===== src/verilog/rv_defines.svh =====
// Core-wide constants for the RV32I subset core
// Include in any file that needs widths, the reset PC or opcode values

`ifndef RV_DEFINES_SVH
`define RV_DEFINES_SVH

// Data and address width
`define RV_XLEN      32
`define RV_NUM_REGS  32
`define RV_RESET_PC  32'h0000_0000

// Major opcodes of the kept instructions
`define RV_OP_LUI    7'b0110111
`define RV_OP_JAL    7'b1101111
`define RV_OP_BRANCH 7'b1100011
`define RV_OP_LOAD   7'b0000011
`define RV_OP_STORE  7'b0100011
`define RV_OP_IMM    7'b0010011
`define RV_OP_REG    7'b0110011

`endif


===== src/verilog/rv_pkg.sv =====
// Shared types of the core: data words, control bundle, bus request
// and the state encodings of the fetch and load/store FSMs

`include "rv_defines.svh"

package rv_pkg;

   typedef logic [`RV_XLEN-1:0] word_t;
   typedef logic [$clog2(`RV_NUM_REGS)-1:0] reg_idx_t;

   typedef enum logic [2:0] {
      ALU_ADD,
      ALU_SUB,
      ALU_AND,
      ALU_OR,
      ALU_XOR,
      ALU_PASS_B
   } alu_op_e;

   typedef enum logic [1:0] {
      BR_NONE,
      BR_EQ,
      BR_NE
   } branch_e;

   // Decoded instruction, consumed in the issue cycle
   typedef struct packed {
      alu_op_e  alu_op;
      logic     use_imm;
      logic     reg_write;
      logic     mem_read;
      logic     mem_write;
      branch_e  branch;
      logic     jump;
      reg_idx_t rd;
      reg_idx_t rs1;
      reg_idx_t rs2;
      word_t    imm;
   } ctrl_t;

   typedef struct packed {
      word_t addr;
      word_t wdata;
      logic  write;
   } mem_req_t;

   typedef enum logic [1:0] {FETCH_IDLE, FETCH_WAIT, FETCH_DISCARD} fetch_state_e;
   typedef enum logic {LSU_IDLE, LSU_BUSY} lsu_state_e;

endpackage


===== src/verilog/rv_alu.sv =====
// Integer ALU for the kept operations
// The zero flag drives the BEQ/BNE decision in the top level

`timescale 1ns/100ps

module rv_alu (
   input  rv_pkg::alu_op_e op,
   input  rv_pkg::word_t   a,
   input  rv_pkg::word_t   b,
   output rv_pkg::word_t   result,
   output logic            zero
);
   import rv_pkg::*;

   always_comb begin
      case (op)
         ALU_ADD: result = a + b;
         ALU_SUB: result = a - b;
         ALU_AND: result = a & b;
         ALU_OR:  result = a | b;
         ALU_XOR: result = a ^ b;
         // PASS_B, used by LUI
         default: result = b;
      endcase
   end

   assign zero = (result == '0);

endmodule


===== src/verilog/rv_cpu.sv =====
// Top of the multicycle RV32I subset core on one shared memory bus
// Issue, branch resolution and writeback live here

`timescale 1ns/100ps

module rv_cpu (
   input  logic             clk,
   input  logic             rst_n,
   output logic             mem_valid,
   output rv_pkg::mem_req_t mem_req,
   input  logic             mem_ready,
   input  rv_pkg::word_t    mem_rdata
);
   import rv_pkg::*;

   logic     inst_valid;
   word_t    inst;
   word_t    inst_pc;
   logic     consume;
   logic     redirect;
   word_t    redirect_pc;
   ctrl_t    ctrl;
   word_t    rdata1;
   word_t    rdata2;
   word_t    alu_b;
   word_t    alu_result;
   logic     alu_zero;
   logic     branch_taken;
   logic     lsu_start;
   logic     lsu_busy;
   logic     load_done;
   word_t    load_data;
   reg_idx_t load_rd;
   logic     rf_we;
   reg_idx_t rf_rd;
   word_t    rf_wdata;
   word_t    link;
   logic     fetch_bus_valid;
   mem_req_t fetch_bus_req;
   logic     fetch_bus_ready;
   logic     lsu_bus_valid;
   mem_req_t lsu_bus_req;
   logic     lsu_bus_ready;
   word_t    bus_rdata;

   // ============================================================
   // Issue and branch
   // ============================================================
   assign consume = inst_valid && !lsu_busy && !load_done;
   assign lsu_start = consume && (ctrl.mem_read || ctrl.mem_write);

   assign branch_taken = (ctrl.branch == BR_EQ && alu_zero) ||
                         (ctrl.branch == BR_NE && !alu_zero);
   assign redirect = consume && (ctrl.jump || branch_taken);
   assign redirect_pc = inst_pc + ctrl.imm;
   assign link = inst_pc + 32'd4;

   assign alu_b = ctrl.use_imm ? ctrl.imm : rdata2;

   // Destination of the load in flight
   always_ff @(posedge clk) begin
      if (lsu_start) load_rd <= ctrl.rd;
   end

   // ============================================================
   // Writeback
   // ============================================================
   assign rf_we = load_done || (consume && ctrl.reg_write && !ctrl.mem_read);
   assign rf_rd = load_done ? load_rd : ctrl.rd;
   assign rf_wdata = load_done ? load_data : (ctrl.jump ? link : alu_result);

   rv_decoder u_decoder (
      .inst (inst),
      .ctrl (ctrl)
   );

   rv_regfile u_regfile (
      .clk    (clk),
      .rst_n  (rst_n),
      .rs1    (ctrl.rs1),
      .rs2    (ctrl.rs2),
      .rd     (rf_rd),
      .wdata  (rf_wdata),
      .we     (rf_we),
      .rdata1 (rdata1),
      .rdata2 (rdata2)
   );

   rv_alu u_alu (
      .op     (ctrl.alu_op),
      .a      (rdata1),
      .b      (alu_b),
      .result (alu_result),
      .zero   (alu_zero)
   );

   rv_fetch u_fetch (
      .clk         (clk),
      .rst_n       (rst_n),
      .inst_valid  (inst_valid),
      .inst        (inst),
      .inst_pc     (inst_pc),
      .consume     (consume),
      .redirect    (redirect),
      .redirect_pc (redirect_pc),
      .bus_valid   (fetch_bus_valid),
      .bus_req     (fetch_bus_req),
      .bus_ready   (fetch_bus_ready),
      .bus_rdata   (bus_rdata)
   );

   rv_lsu u_lsu (
      .clk       (clk),
      .rst_n     (rst_n),
      .start     (lsu_start),
      .addr      (alu_result),
      .wdata     (rdata2),
      .write     (ctrl.mem_write),
      .busy      (lsu_busy),
      .load_done (load_done),
      .load_data (load_data),
      .bus_valid (lsu_bus_valid),
      .bus_req   (lsu_bus_req),
      .bus_ready (lsu_bus_ready),
      .bus_rdata (bus_rdata)
   );

   rv_mem_arbiter u_arbiter (
      .clk         (clk),
      .rst_n       (rst_n),
      .lsu_valid   (lsu_bus_valid),
      .lsu_req     (lsu_bus_req),
      .lsu_ready   (lsu_bus_ready),
      .fetch_valid (fetch_bus_valid),
      .fetch_req   (fetch_bus_req),
      .fetch_ready (fetch_bus_ready),
      .rdata       (bus_rdata),
      .mem_valid   (mem_valid),
      .mem_req     (mem_req),
      .mem_ready   (mem_ready),
      .mem_rdata   (mem_rdata)
   );

endmodule


===== src/verilog/rv_decoder.sv =====
// Instruction decoder for the kept RV32I subset
// Pure combinational, produces the control bundle used at issue

`timescale 1ns/100ps
`include "rv_defines.svh"

module rv_decoder (
   input  rv_pkg::word_t inst,
   output rv_pkg::ctrl_t ctrl
);
   import rv_pkg::*;

   logic [6:0] opcode;
   logic [2:0] funct3;
   logic [6:0] funct7;
   word_t      imm_i;
   word_t      imm_s;
   word_t      imm_b;
   word_t      imm_u;
   word_t      imm_j;

   assign opcode = inst[6:0];
   assign funct3 = inst[14:12];
   assign funct7 = inst[31:25];

   // Immediate rebuild, sign bit is always inst[31]
   assign imm_i = {{20{inst[31]}}, inst[31:20]};
   assign imm_s = {{20{inst[31]}}, inst[31:25], inst[11:7]};
   assign imm_b = {{19{inst[31]}}, inst[31], inst[7], inst[30:25], inst[11:8], 1'b0};
   assign imm_u = {inst[31:12], 12'b0};
   assign imm_j = {{11{inst[31]}}, inst[31], inst[19:12], inst[20], inst[30:21], 1'b0};

   always_comb begin
      ctrl = '0;
      ctrl.rd = inst[11:7];
      ctrl.rs1 = inst[19:15];
      ctrl.rs2 = inst[24:20];
      case (opcode)
         `RV_OP_LUI: begin
            ctrl.alu_op = ALU_PASS_B;
            ctrl.use_imm = 1'b1;
            ctrl.reg_write = 1'b1;
            ctrl.imm = imm_u;
         end
         `RV_OP_JAL: begin
            ctrl.jump = 1'b1;
            ctrl.reg_write = 1'b1;
            ctrl.imm = imm_j;
         end
         `RV_OP_BRANCH: begin
            // Compare by subtraction, zero flag decides
            ctrl.alu_op = ALU_SUB;
            ctrl.imm = imm_b;
            case (funct3)
               3'b000:  ctrl.branch = BR_EQ;
               3'b001:  ctrl.branch = BR_NE;
               default: ctrl.branch = BR_NONE;
            endcase
         end
         `RV_OP_LOAD: begin
            if (funct3 == 3'b010) begin
               ctrl.mem_read = 1'b1;
               ctrl.reg_write = 1'b1;
               ctrl.use_imm = 1'b1;
               ctrl.imm = imm_i;
            end
         end
         `RV_OP_STORE: begin
            if (funct3 == 3'b010) begin
               ctrl.mem_write = 1'b1;
               ctrl.use_imm = 1'b1;
               ctrl.imm = imm_s;
            end
         end
         `RV_OP_IMM: begin
            ctrl.use_imm = 1'b1;
            ctrl.reg_write = 1'b1;
            ctrl.imm = imm_i;
            case (funct3)
               3'b000:  ctrl.alu_op = ALU_ADD;
               3'b100:  ctrl.alu_op = ALU_XOR;
               3'b110:  ctrl.alu_op = ALU_OR;
               3'b111:  ctrl.alu_op = ALU_AND;
               default: ctrl.reg_write = 1'b0;
            endcase
         end
         `RV_OP_REG: begin
            ctrl.reg_write = 1'b1;
            case ({funct7, funct3})
               10'b0000000_000: ctrl.alu_op = ALU_ADD;
               10'b0100000_000: ctrl.alu_op = ALU_SUB;
               10'b0000000_100: ctrl.alu_op = ALU_XOR;
               10'b0000000_110: ctrl.alu_op = ALU_OR;
               10'b0000000_111: ctrl.alu_op = ALU_AND;
               default:         ctrl.reg_write = 1'b0;
            endcase
         end
         default: ;
      endcase
   end

endmodule


===== src/verilog/rv_fetch.sv =====
// Instruction fetch with a one-entry buffer in front of the issue logic
// Requests go out one cycle after the buffer frees up; redirects load the PC

`timescale 1ns/100ps
`include "rv_defines.svh"

module rv_fetch (
   input  logic             clk,
   input  logic             rst_n,
   output logic             inst_valid,
   output rv_pkg::word_t    inst,
   output rv_pkg::word_t    inst_pc,
   input  logic             consume,
   input  logic             redirect,
   input  rv_pkg::word_t    redirect_pc,
   output logic             bus_valid,
   output rv_pkg::mem_req_t bus_req,
   input  logic             bus_ready,
   input  rv_pkg::word_t    bus_rdata
);
   import rv_pkg::*;

   fetch_state_e state;
   word_t        pc;
   word_t        req_addr;
   logic         buf_valid;
   word_t        buf_inst;
   word_t        buf_pc;
   logic         done;
   logic         issue;
   logic         fill;

   assign done = bus_valid && bus_ready;
   // Only issue with nothing outstanding, so a fill never meets a full buffer
   assign issue = (state == FETCH_IDLE) && (!buf_valid || (consume && !redirect));
   assign fill = done && (state == FETCH_WAIT) && !redirect;

   assign bus_valid = (state != FETCH_IDLE);
   assign bus_req = '{addr: req_addr, wdata: '0, write: 1'b0};

   // ============================================================
   // Request FSM and PC
   // ============================================================
   always_ff @(posedge clk) begin
      if (!rst_n) begin
         state <= FETCH_IDLE;
         pc <= `RV_RESET_PC;
         buf_valid <= 1'b0;
      end else begin
         case (state)
            FETCH_IDLE: if (issue) state <= FETCH_WAIT;
            FETCH_WAIT: begin
               if (done) state <= FETCH_IDLE;
               else if (redirect) state <= FETCH_DISCARD;
            end
            // Wrong-path word still on the bus, drop it when it lands
            FETCH_DISCARD: if (done) state <= FETCH_IDLE;
            default: state <= FETCH_IDLE;
         endcase

         if (redirect) pc <= redirect_pc;
         else if (issue) pc <= pc + 32'd4;

         if (fill) buf_valid <= 1'b1;
         else if (consume) buf_valid <= 1'b0;
      end
   end

   always_ff @(posedge clk) begin
      if (issue) req_addr <= pc;
      if (fill) begin
         buf_inst <= bus_rdata;
         buf_pc <= req_addr;
      end
   end

   assign inst_valid = buf_valid;
   assign inst = buf_inst;
   assign inst_pc = buf_pc;

   a_req_stable: assert property (@(posedge clk) disable iff (!rst_n)
      bus_valid && !bus_ready |=> bus_valid && $stable(bus_req));

endmodule


===== src/verilog/rv_lsu.sv =====
// Load/store unit, holds a single word access until the bus accepts it
// load_done pulses with the read data in the completion cycle of a load

`timescale 1ns/100ps

module rv_lsu (
   input  logic             clk,
   input  logic             rst_n,
   input  logic             start,
   input  rv_pkg::word_t    addr,
   input  rv_pkg::word_t    wdata,
   input  logic             write,
   output logic             busy,
   output logic             load_done,
   output rv_pkg::word_t    load_data,
   output logic             bus_valid,
   output rv_pkg::mem_req_t bus_req,
   input  logic             bus_ready,
   input  rv_pkg::word_t    bus_rdata
);
   import rv_pkg::*;

   lsu_state_e state;
   mem_req_t   req;
   logic       done;

   assign done = bus_valid && bus_ready;

   always_ff @(posedge clk) begin
      if (!rst_n) begin
         state <= LSU_IDLE;
      end else begin
         case (state)
            LSU_IDLE: if (start) state <= LSU_BUSY;
            LSU_BUSY: if (done) state <= LSU_IDLE;
            default:  state <= LSU_IDLE;
         endcase
      end
   end

   always_ff @(posedge clk) begin
      if (start) req <= '{addr: addr, wdata: wdata, write: write};
   end

   assign bus_valid = (state == LSU_BUSY);
   assign bus_req = req;
   assign busy = bus_valid;
   assign load_done = done && !req.write;
   assign load_data = bus_rdata;

   // Issue logic in the top must hold off while an access is pending
   a_no_start_busy: assert property (@(posedge clk) disable iff (!rst_n)
      start |-> !busy);

endmodule


===== src/verilog/rv_mem_arbiter.sv =====
// Two-way arbiter for the shared memory bus
// The load/store unit wins a free bus
// A transfer that is waiting keeps its owner until ready

`timescale 1ns/100ps

module rv_mem_arbiter (
   input  logic             clk,
   input  logic             rst_n,
   input  logic             lsu_valid,
   input  rv_pkg::mem_req_t lsu_req,
   output logic             lsu_ready,
   input  logic             fetch_valid,
   input  rv_pkg::mem_req_t fetch_req,
   output logic             fetch_ready,
   output rv_pkg::word_t    rdata,
   output logic             mem_valid,
   output rv_pkg::mem_req_t mem_req,
   input  logic             mem_ready,
   input  rv_pkg::word_t    mem_rdata
);
   import rv_pkg::*;

   logic locked;
   logic owner_lsu;
   logic grant_lsu;
   logic xfer;

   assign grant_lsu = locked ? owner_lsu : lsu_valid;

   assign mem_valid = grant_lsu ? lsu_valid : fetch_valid;
   assign mem_req = grant_lsu ? lsu_req : fetch_req;
   assign xfer = mem_valid && mem_ready;

   assign lsu_ready = xfer && grant_lsu;
   assign fetch_ready = xfer && !grant_lsu;
   assign rdata = mem_rdata;

   // Lock while a started request is still waiting
   always_ff @(posedge clk) begin
      if (!rst_n) begin
         locked <= 1'b0;
         owner_lsu <= 1'b0;
      end else begin
         locked <= mem_valid && !mem_ready;
         owner_lsu <= grant_lsu;
      end
   end

   // Owner switch during a wait would change the request on the bus
   a_hold_owner: assert property (@(posedge clk) disable iff (!rst_n)
      mem_valid && !mem_ready |=> mem_valid && $stable(mem_req));

endmodule


===== src/verilog/rv_regfile.sv =====
// Integer register file, two combinational reads and one clocked write
// x0 reads as zero and ignores writes

`timescale 1ns/100ps
`include "rv_defines.svh"

module rv_regfile (
   input  logic             clk,
   input  logic             rst_n,
   input  rv_pkg::reg_idx_t rs1,
   input  rv_pkg::reg_idx_t rs2,
   input  rv_pkg::reg_idx_t rd,
   input  rv_pkg::word_t    wdata,
   input  logic             we,
   output rv_pkg::word_t    rdata1,
   output rv_pkg::word_t    rdata2
);
   import rv_pkg::*;

   word_t regs [`RV_NUM_REGS];

   always_ff @(posedge clk) begin
      if (we && rd != '0) begin
         regs[rd] <= wdata;
      end
   end

   assign rdata1 = (rs1 == '0) ? '0 : regs[rs1];
   assign rdata2 = (rs2 == '0) ? '0 : regs[rs2];

   // Writeback index comes from decode or the load tracking register
   a_we_idx_known: assert property (@(posedge clk) disable iff (!rst_n)
      we |-> !$isunknown(rd));

endmodule

===== config.mk =====
export PLATFORM = sky130hd
export DESIGN_NAME = rv_cpu
export DESIGN_NICKNAME = d
export VERILOG_FILES = /design/src/verilog/rv_pkg.sv /design/src/verilog/rv_alu.sv /design/src/verilog/rv_cpu.sv /design/src/verilog/rv_decoder.sv /design/src/verilog/rv_fetch.sv /design/src/verilog/rv_lsu.sv /design/src/verilog/rv_mem_arbiter.sv /design/src/verilog/rv_regfile.sv
export VERILOG_INCLUDE_DIRS = /design/src /design/src/verilog
export SDC_FILE = /design/constraint.sdc
export NUM_CORES = 2
export LEC_CHECK = 0
export BUFFER_PORTS_ARGS = -buffer_cell sky130_fd_sc_hd__buf_4
export CORE_MARGIN = 5
export CORE_UTILIZATION = 55
export CTS_CLUSTER_SIZE = 8
export DETAILED_ROUTE_END_ITERATION = 10
export PLACE_DENSITY_LB_ADDON = 0.08
export SETUP_SLACK_MARGIN = 0.2
export SLEW_MARGIN = 20
export SYNTH_ARGS = -nofsm -noshare
export SYNTH_HDL_FRONTEND = slang
export SYNTH_SLANG_ARGS = --single-unit
export TNS_END_PERCENT = 1

===== constraint.sdc =====
create_clock -name clk -period 8 [get_ports clk]
set_clock_uncertainty 0.05 [all_clocks]
set_input_delay 1.6 -clock clk [delete_from_list [all_inputs] [get_ports clk]]
set_output_delay 1.6 -clock clk [all_outputs]
set_load 0.01 [all_outputs]

## Word level (Yosys, flattened, before mapping)

Memory sizes are Yosys's and may differ from the RTL's. A register that Yosys moved wholly into a read port is not among the register bits.
Cells that the tools add are included.

| word-level totals | value |
|---|---|
| register bits | 204 |
| logic and storage cells | 143 |
| memories | 1 |
| bits in writable memories | 1,024 |
| bits of input ports | 35 |
| output and inout bits | 66 |

Memory list:

| name | words | width | read ports | clocked after memory_dff | wr ports | line | RTL |
|---|---|---|---|---|---|---|---|
| u_regfile.regs | 32 | 32 | 2 | 2 | 1 | rv_regfile.sv:20 | `` word_t regs [`RV_NUM_REGS]; `` |

| cells by class | value |
|---|---|
| add/sub/neg operators | 5 |
| bitwise logic cells | 4 |
| multiplexer cells | 43 |
| equal/unequal tests | 27 |
| reduce and logical (&&, ||, !) cells | 50 |

Operators by type and width:

| cell | count |
|---|---|
| two-way mux 32 bit | 9 |
| one-hot mux 32 bit (6 select lines) | 1 |
| one-hot mux 32 bit (5 select lines) | 1 |
| two-way mux 65 bit | 1 |
| adder 32 x 3 -> 32 bit, second input constant | 2 |
| adder 32 bit | 2 |
| AND 32 bit | 1 |
| logical NOT 32 bit | 1 |
| OR 32 bit | 1 |
| subtractor 32 bit | 1 |
| bitwise XOR 32 bit | 1 |
| == test 10 x 3 -> 1 bit, second input constant | 3 |
| one-hot mux 3 bit (4 select lines) | 2 |
| == test 7 x 6 -> 1 bit, second input constant | 3 |
| logical AND 1 bit | 20 |
| two-way mux 5 bit | 3 |
| == test 7 bit, second input constant | 2 |
| two-way mux 1 bit | 14 |
| == test 3 bit, second input constant | 4 |
| == test 10 x 9 -> 1 bit, second input constant | 1 |
| logical NOT 10 bit | 1 |
| logical NOT 5 bit | 2 |
| two-way mux 2 bit | 5 |
| == test 3 x 2 -> 1 bit, second input constant | 3 |
| other kinds (25) | 45 |

## Logic depth before layout (Yosys ltp)

| depth | value |
|---|---|
| depth after elaboration | 18 |
| mapped depth | 39 |

## Modules after synthesis

Synthesis repeated with hierarchy kept, for this count alone.

| unflattened totals | value |
|---|---|
| cells, all modules | 4,562 |
| area, all modules | 66,039.6 µm² |

By module, submodules not included:

| module | seq. area each (µm²) | cells an instance | area an instance (µm²) | times used |
|---|---|---|---|---|
| rv_regfile | 30,749.5 | 2,564 | 47,929.7 | 1 |
| rv_alu | 0.0 | 814 | 5,340.1 | 1 |
| rv_fetch | 3,583.4 | 357 | 5,087.4 | 1 |
| rv_cpu | 150.1 | 483 | 3,422.0 | 1 |
| rv_lsu | 1,971.9 | 104 | 2,258.4 | 1 |
| rv_mem_arbiter | 40.0 | 118 | 1,252.5 | 1 |
| rv_decoder | 0.0 | 122 | 749.5 | 1 |

## Worst setup path after synthesis

Ideal clock, no wire load.

| timing path | value |
|---|---|
| path kind | register to register |
| start | reg with a tool-made name |
| end | reg u_fetch.pc[6] |
| slack | -232 ps |
| period minus slack after synthesis | 8,232 ps |
| cell stages (with the launch flop) | 28 |
| arrival time | 7,975 ps |
| library setup time | 207 ps |
| buffers on the path | 5 |
| cells stage by stage | dfxtp_1 -> clkbuf_1 -> buf_2 -> clkbuf_1 -> buf_1 -> buf_1 -> mux4_2 -> mux4_2 -> nand2_1 -> a21o_1 -> inv_1 -> ha_1 -> a21o_1 -> or3_1 -> o21ai_0 -> a21oi_1 -> o311a_1 -> o2111ai_1 -> a21boi_0 -> o21ai_0 -> and4_1 -> o31a_4 -> inv_2 -> nor4_2 -> xnor2_1 -> o31ai_2 -> nor3_2 -> a311oi_2 |

RTL lines:

| what | line | RTL |
|---|---|---|
| end signal: assignment | rv_fetch.sv:47 | `` pc <= `RV_RESET_PC; `` |
| end signal: assignment | rv_fetch.sv:61 | `if (redirect) pc <= redirect_pc;` |
| end signal: assignment | rv_fetch.sv:62 | `else if (issue) pc <= pc + 32'd4;` |
| end: declaration | rv_fetch.sv:24 | `word_t pc;` |

==> results.txt <==
In this run the core area contains about 130 standard-cell rows. The final-layout setup total negative slack is 0 ns. The die covers roughly 120000 µm². Of the total power, the share spent switching nets is 0.2892. The internal power of the cells totals about 14 mW.

Timing analysis after detailed placement gives a worst setup slack of -0.1045 ns. In this run the remaining antenna-violating nets after routing total 0. The number of max-slew violations in the final report came out at 0. TritonCTS built the clock tree. The Yosys warning count is 0. The total count of hold-check failures in the final report is 0. During placement, the flow inserted port buffers numbering 100. The overall power is between 15 and 20 mW. The share of the core filled with cells is 0.6427. The area added between synthesis and finish is 16.51%. roughly 100 I/O pins were placed. The detail-routed net length per standard cell came out at roughly 36 µm. For hold timing, the worst endpoint is u_fetch.req_addr[0]. The number of nets in the final layout came out at around 4700. Together, buffers and inverters on the worst path number 5. The floorplan step defined a core boundary enclosing 115900 µm². The setup slack of the most critical reg-to-reg path came out at roughly 0.3 ns. The largest individual stage delay along the critical path comes from the cell sky130_fd_sc_hd__mux4_2. Counting every instance in the synthesized netlist gives slightly above 4000. The initial antenna violation count came out at 4. The total congestion overflow is 0. Data on the critical path arrives at its endpoint at around 8.4 ns. The layout cell share with drive strength beyond 1 is 0.3161. At the worst endpoint, the required time is between 8 and 9 ns. Setup repair after global routing could not meet its margin everywhere.

The number of H-tree levels came out at 4. Wires add up to about 220000 µm. The number of hold buffers added after CTS was 0.

The minimum period implied by the final worst setup slack is ~7.7 ns. The placed wire-length estimate after detailed placement is around 150000 µm. After synthesis, the mean cell area works out to around 16 µm². The flip-flop and latch count after synthesis came out at about 1200.

The CTS root buffer is sky130_fd_sc_hd__clkbuf_16. Across the run, the number of max-cap violations was 0. In this design, the critical path's most frequently occurring cell is sky130_fd_sc_hd__buf_4. TritonCTS created about 170 clock buffers. After clock tree synthesis, the clock-pin slew on the worst setup and hold paths is around 0.050 ns.

The switching power came out at approximately 5.6 mW. Headroom to the max-slew limit came out at 0.1932. The violation count after the first detailed-routing iteration is 5776. The overall die width came out at around 350 µm. The origin of the worst min-delay path is u_fetch.pc[0]. The worst register-to-register path ends at u_fetch.pc[5]. The number of library cell types mapped by synthesis is 103. Using the TritonRoute via totals, the vias-per-cell ratio works out to a little over 7.

The highest cell delay on the worst timing path is ~0.55 ns. The maximum net fanout on the critical path is 13. After detailed routing, the number of remaining DRC violations is 0. VDD sags by at most ~240 µV. The via total after detailed routing came out at around 43000.

The global-route wire length before repair came out at between 300000 and 400000 µm. Final hold analysis gives a worst-case slack of about 0.38 ns. The worst hold path was traced through 0 stages. In the global route stage, overall resource usage came out at 0.3573. The depth of the worst register-to-register path came out at 32. The fraction of the yosys area taken by sequential cells is 0.5740. The power share of the clock group came out at 0.345. The power per standard cell area came out at 260.0 nW/µm². The sequential cell fraction of total power is 0.436. The area taken by multi-input logic gates is 26410 µm².

Setup violations remaining at the end of the flow were counted as 0. STA classifies the critical path startpoint as a register. The path class of the lowest-slack min-delay path is reg2reg.

The endpoint type of the worst setup path is a register. The weighted congestion at the end of routability-driven global placement is just under 1. In this design, the largest share of critical-path delay is due to compound AO/OA/AOI/OAI gates. For the worst-skew pair, the clock arrives at the later sink with an insertion delay of between 0.8 and 0.9 ns.

Entering global routing, the biggest net connects between 60 and 70 pins. For this configuration, the core starts out at a cell density of 0.5517. The least setup slack across all paths after layout is around 0.3 ns. The height of the die is 350.9 µm. The number of enable-type register cells in the synthesized netlist came out at around 1200.

The synthesized netlist occupies a cell area of around 64000 µm². The static leakage power came out at between 20 and 30 nW. The number of clock sinks seen by CTS is 1238. Before antenna repair, the detailed router went through 6 iterations. The worst setup path is of the reg2reg kind. The fraction of registers with async set/reset came out at 0. The flow ran to the end, and the final reports show no timing, DRC or antenna violations. The maximum buffer depth of the clock tree came out at 3. The highest attainable clock frequency is between 100 and 150 MHz. For the pin with the worst max-slew slack, the measured transition is 1.207 ns. The sequential cells in the finished layout cover a total of between 30000 and 40000 µm².

The most used flip-flop cell after synthesis is sky130_fd_sc_hd__edfxtp_1. The via count of the first global-routing pass came out at between 40000 and 50000. Dividing the final minimum period by the clock period gives 0.9623. The portion of total power attributed to combinational logic came out at 0.218. The number of inserted filler cells in the final layout is just over 8000.
worst reg2reg max path: cells and delay by family, from the launching register on:
family / cells / cell delay, ns
buf+inv: 5 / 0.94
simple gates: 8 / 1.39
compound gates: 14 / 3.18
mux: 2 / 0.95
flops: 1 / 0.37
xor+xnor: 1 / 0.11
fa+ha+maj: 2 / 0.62
synth_stat cells (all sizes together) (17+ instances only):
library cell / count / share of area
nor2: 208 / 0.012
edfxtp: 1190 / 0.56
mux2i: 115 / 0.018
a21oi: 111 / 0.0087
dfxtp: 48 / 0.015
xnor2: 95 / 0.013
xor2: 32 / 0.0044
a31oi: 22 / 0.0022
a22oi: 41 / 0.0048
nand2b: 55 / 0.0054
nand3: 72 / 0.0057
buf: 119 / 0.012
ha: 129 / 0.025
and2: 26 / 0.0026
nand4: 22 / 0.0022
o31ai: 17 / 0.0021
a211oi: 21 / 0.0025
and3: 41 / 0.0040
o21ai: 153 / 0.012
o22ai: 30 / 0.0030
mux2: 59 / 0.011
or3: 18 / 0.0018
a21o: 63 / 0.0074
mux4: 552 / 0.19
nor3: 42 / 0.0034
clkbuf: 130 / 0.0076
nand2: 236 / 0.014
a221oi: 23 / 0.0032
nor2b: 54 / 0.0053
inv: 119 / 0.0070
per-layer routing:
| layer | global-route usage | wire length (µm) |
|---|---|---|
| met1 | 0.4725 | 78700 |
| met2 | 0.5579 | 102300 |
| met3 | 0.09523 | 27260 |
| met4 | 0.1716 | 12630 |
| met5 | 0 | 0 |
power groups by stage:
stage               clock [mW]  combinational, mW  sequential, mW
finish                    6.69               4.22            8.45
global route              7.06               4.44            8.45
floorplan                    0               2.25            8.58
global placement             0               3.95            8.57
detailed placement           0               3.98            8.57
CTS                       6.75               4.01            8.45
logic make-up (layout without fill, tap and decap cells):
group                    count (synthesis)  count (layout)  synth area share
XOR/XNOR                               127             127           0.01740
flip-flops                            1238            1238            0.5740
AO/OA/AOI/OAI                          625             625           0.06613
multiplexers                           726             726            0.2238
adder cells (fa/ha/maj)                131             131           0.02587
AND/OR/NAND/NOR                        847             847           0.06576
other                                    1              34        0.00005866
buffers and inverters                  369             842           0.02697
placed cells by master, fill, tap and decap left out, types with 18 or more instances in the layout:
cell type	Yosys	routed
sky130_fd_sc_hd__nand3_1	71	68
sky130_fd_sc_hd__mux2i_1	115	112
sky130_fd_sc_hd__nand2b_1	55	53
sky130_fd_sc_hd__clkbuf_16	0	181
sky130_fd_sc_hd__edfxtp_1	1190	1190
sky130_fd_sc_hd__o21ai_2	0	26
sky130_fd_sc_hd__mux2_2	51	50
sky130_fd_sc_hd__inv_1	115	113
sky130_fd_sc_hd__o22ai_1	29	27
sky130_fd_sc_hd__a22oi_1	41	40
sky130_fd_sc_hd__a211oi_1	20	18
sky130_fd_sc_hd__nor2_4	0	36
sky130_fd_sc_hd__nor3_1	40	38
sky130_fd_sc_hd__nor2b_1	54	54
sky130_fd_sc_hd__xor2_1	32	32
sky130_fd_sc_hd__a21o_1	63	63
sky130_fd_sc_hd__buf_12	2	21
sky130_fd_sc_hd__xnor2_1	95	95
sky130_fd_sc_hd__a21oi_1	110	106
sky130_fd_sc_hd__nand2_1	236	234
sky130_fd_sc_hd__and3_1	41	38
sky130_fd_sc_hd__a31oi_1	22	22
sky130_fd_sc_hd__nand4_1	22	22
sky130_fd_sc_hd__dfxtp_1	48	38
sky130_fd_sc_hd__mux4_2	543	543
sky130_fd_sc_hd__and2_1	24	24
sky130_fd_sc_hd__buf_4	14	436
sky130_fd_sc_hd__clkbuf_1	130	53
sky130_fd_sc_hd__o21ai_0	153	117
sky130_fd_sc_hd__conb_1	1	32
sky130_fd_sc_hd__nor2_1	207	167
sky130_fd_sc_hd__ha_1	129	128
cell type report:
| class | instances | share of cell area |
|---|---|---|
| flip-flops and latches | 1238 | 0.4930 |
| multi-input cells | 2488 | 0.3546 |
| clock buffers | 229 | 0.06165 |
| repair buffers | 481 | 0.05631 |
| well taps | 1524 | 0.02560 |
| inverters | 120 | 0.006047 |
| clock inverters | 12 | 0.002671 |
| diodes | 2 | 0.00006719 |
flip-flops by register name (all words and copies together) (netlist names), named ones only:
register,flops
u_regfile.regs,1024
u_lsu.bus_req,65
u_fetch.inst,32
u_fetch.inst_pc,32
u_fetch.pc,32
u_fetch.req_addr,32
load_rd,5
u_fetch.state,2
u_arbiter.locked,1
u_arbiter.owner_lsu,1
u_fetch.inst_valid,1
u_lsu.bus_valid,1
how the worst max path moves through the flow:
stage | slack (ns) | end | depth (start not counted) | from
after floorplan | 0.19 | u_regfile.regs[0][31] | 24 | register
after global placement | -0.04 | u_fetch.pc[25] | 32 | register
after detailed placement | -0.10 | u_fetch.pc[23] | 32 | register
after CTS | 0.22 | register | 36 | register
after global routing | 0.06 | register | 35 | register
final | 0.30 | u_fetch.pc[5] | 32 | register
what timing repair did:
action,CTS,global route
buffers inserted,3,14
gates resized for setup,11,83
pin swaps,3,32
endpoints found under the setup margin,136,141
cloned,4,6
hold endpoints to repair,0,0
metrics by stage:
step,instances,area (µm²)
floorplan,4095,64060
global placement,5821,68770
detailed placement,5824,68840
CTS,6072,73810
global route,6092,74480
finish,6094,74490
Power figures use the tool's default switching activity.
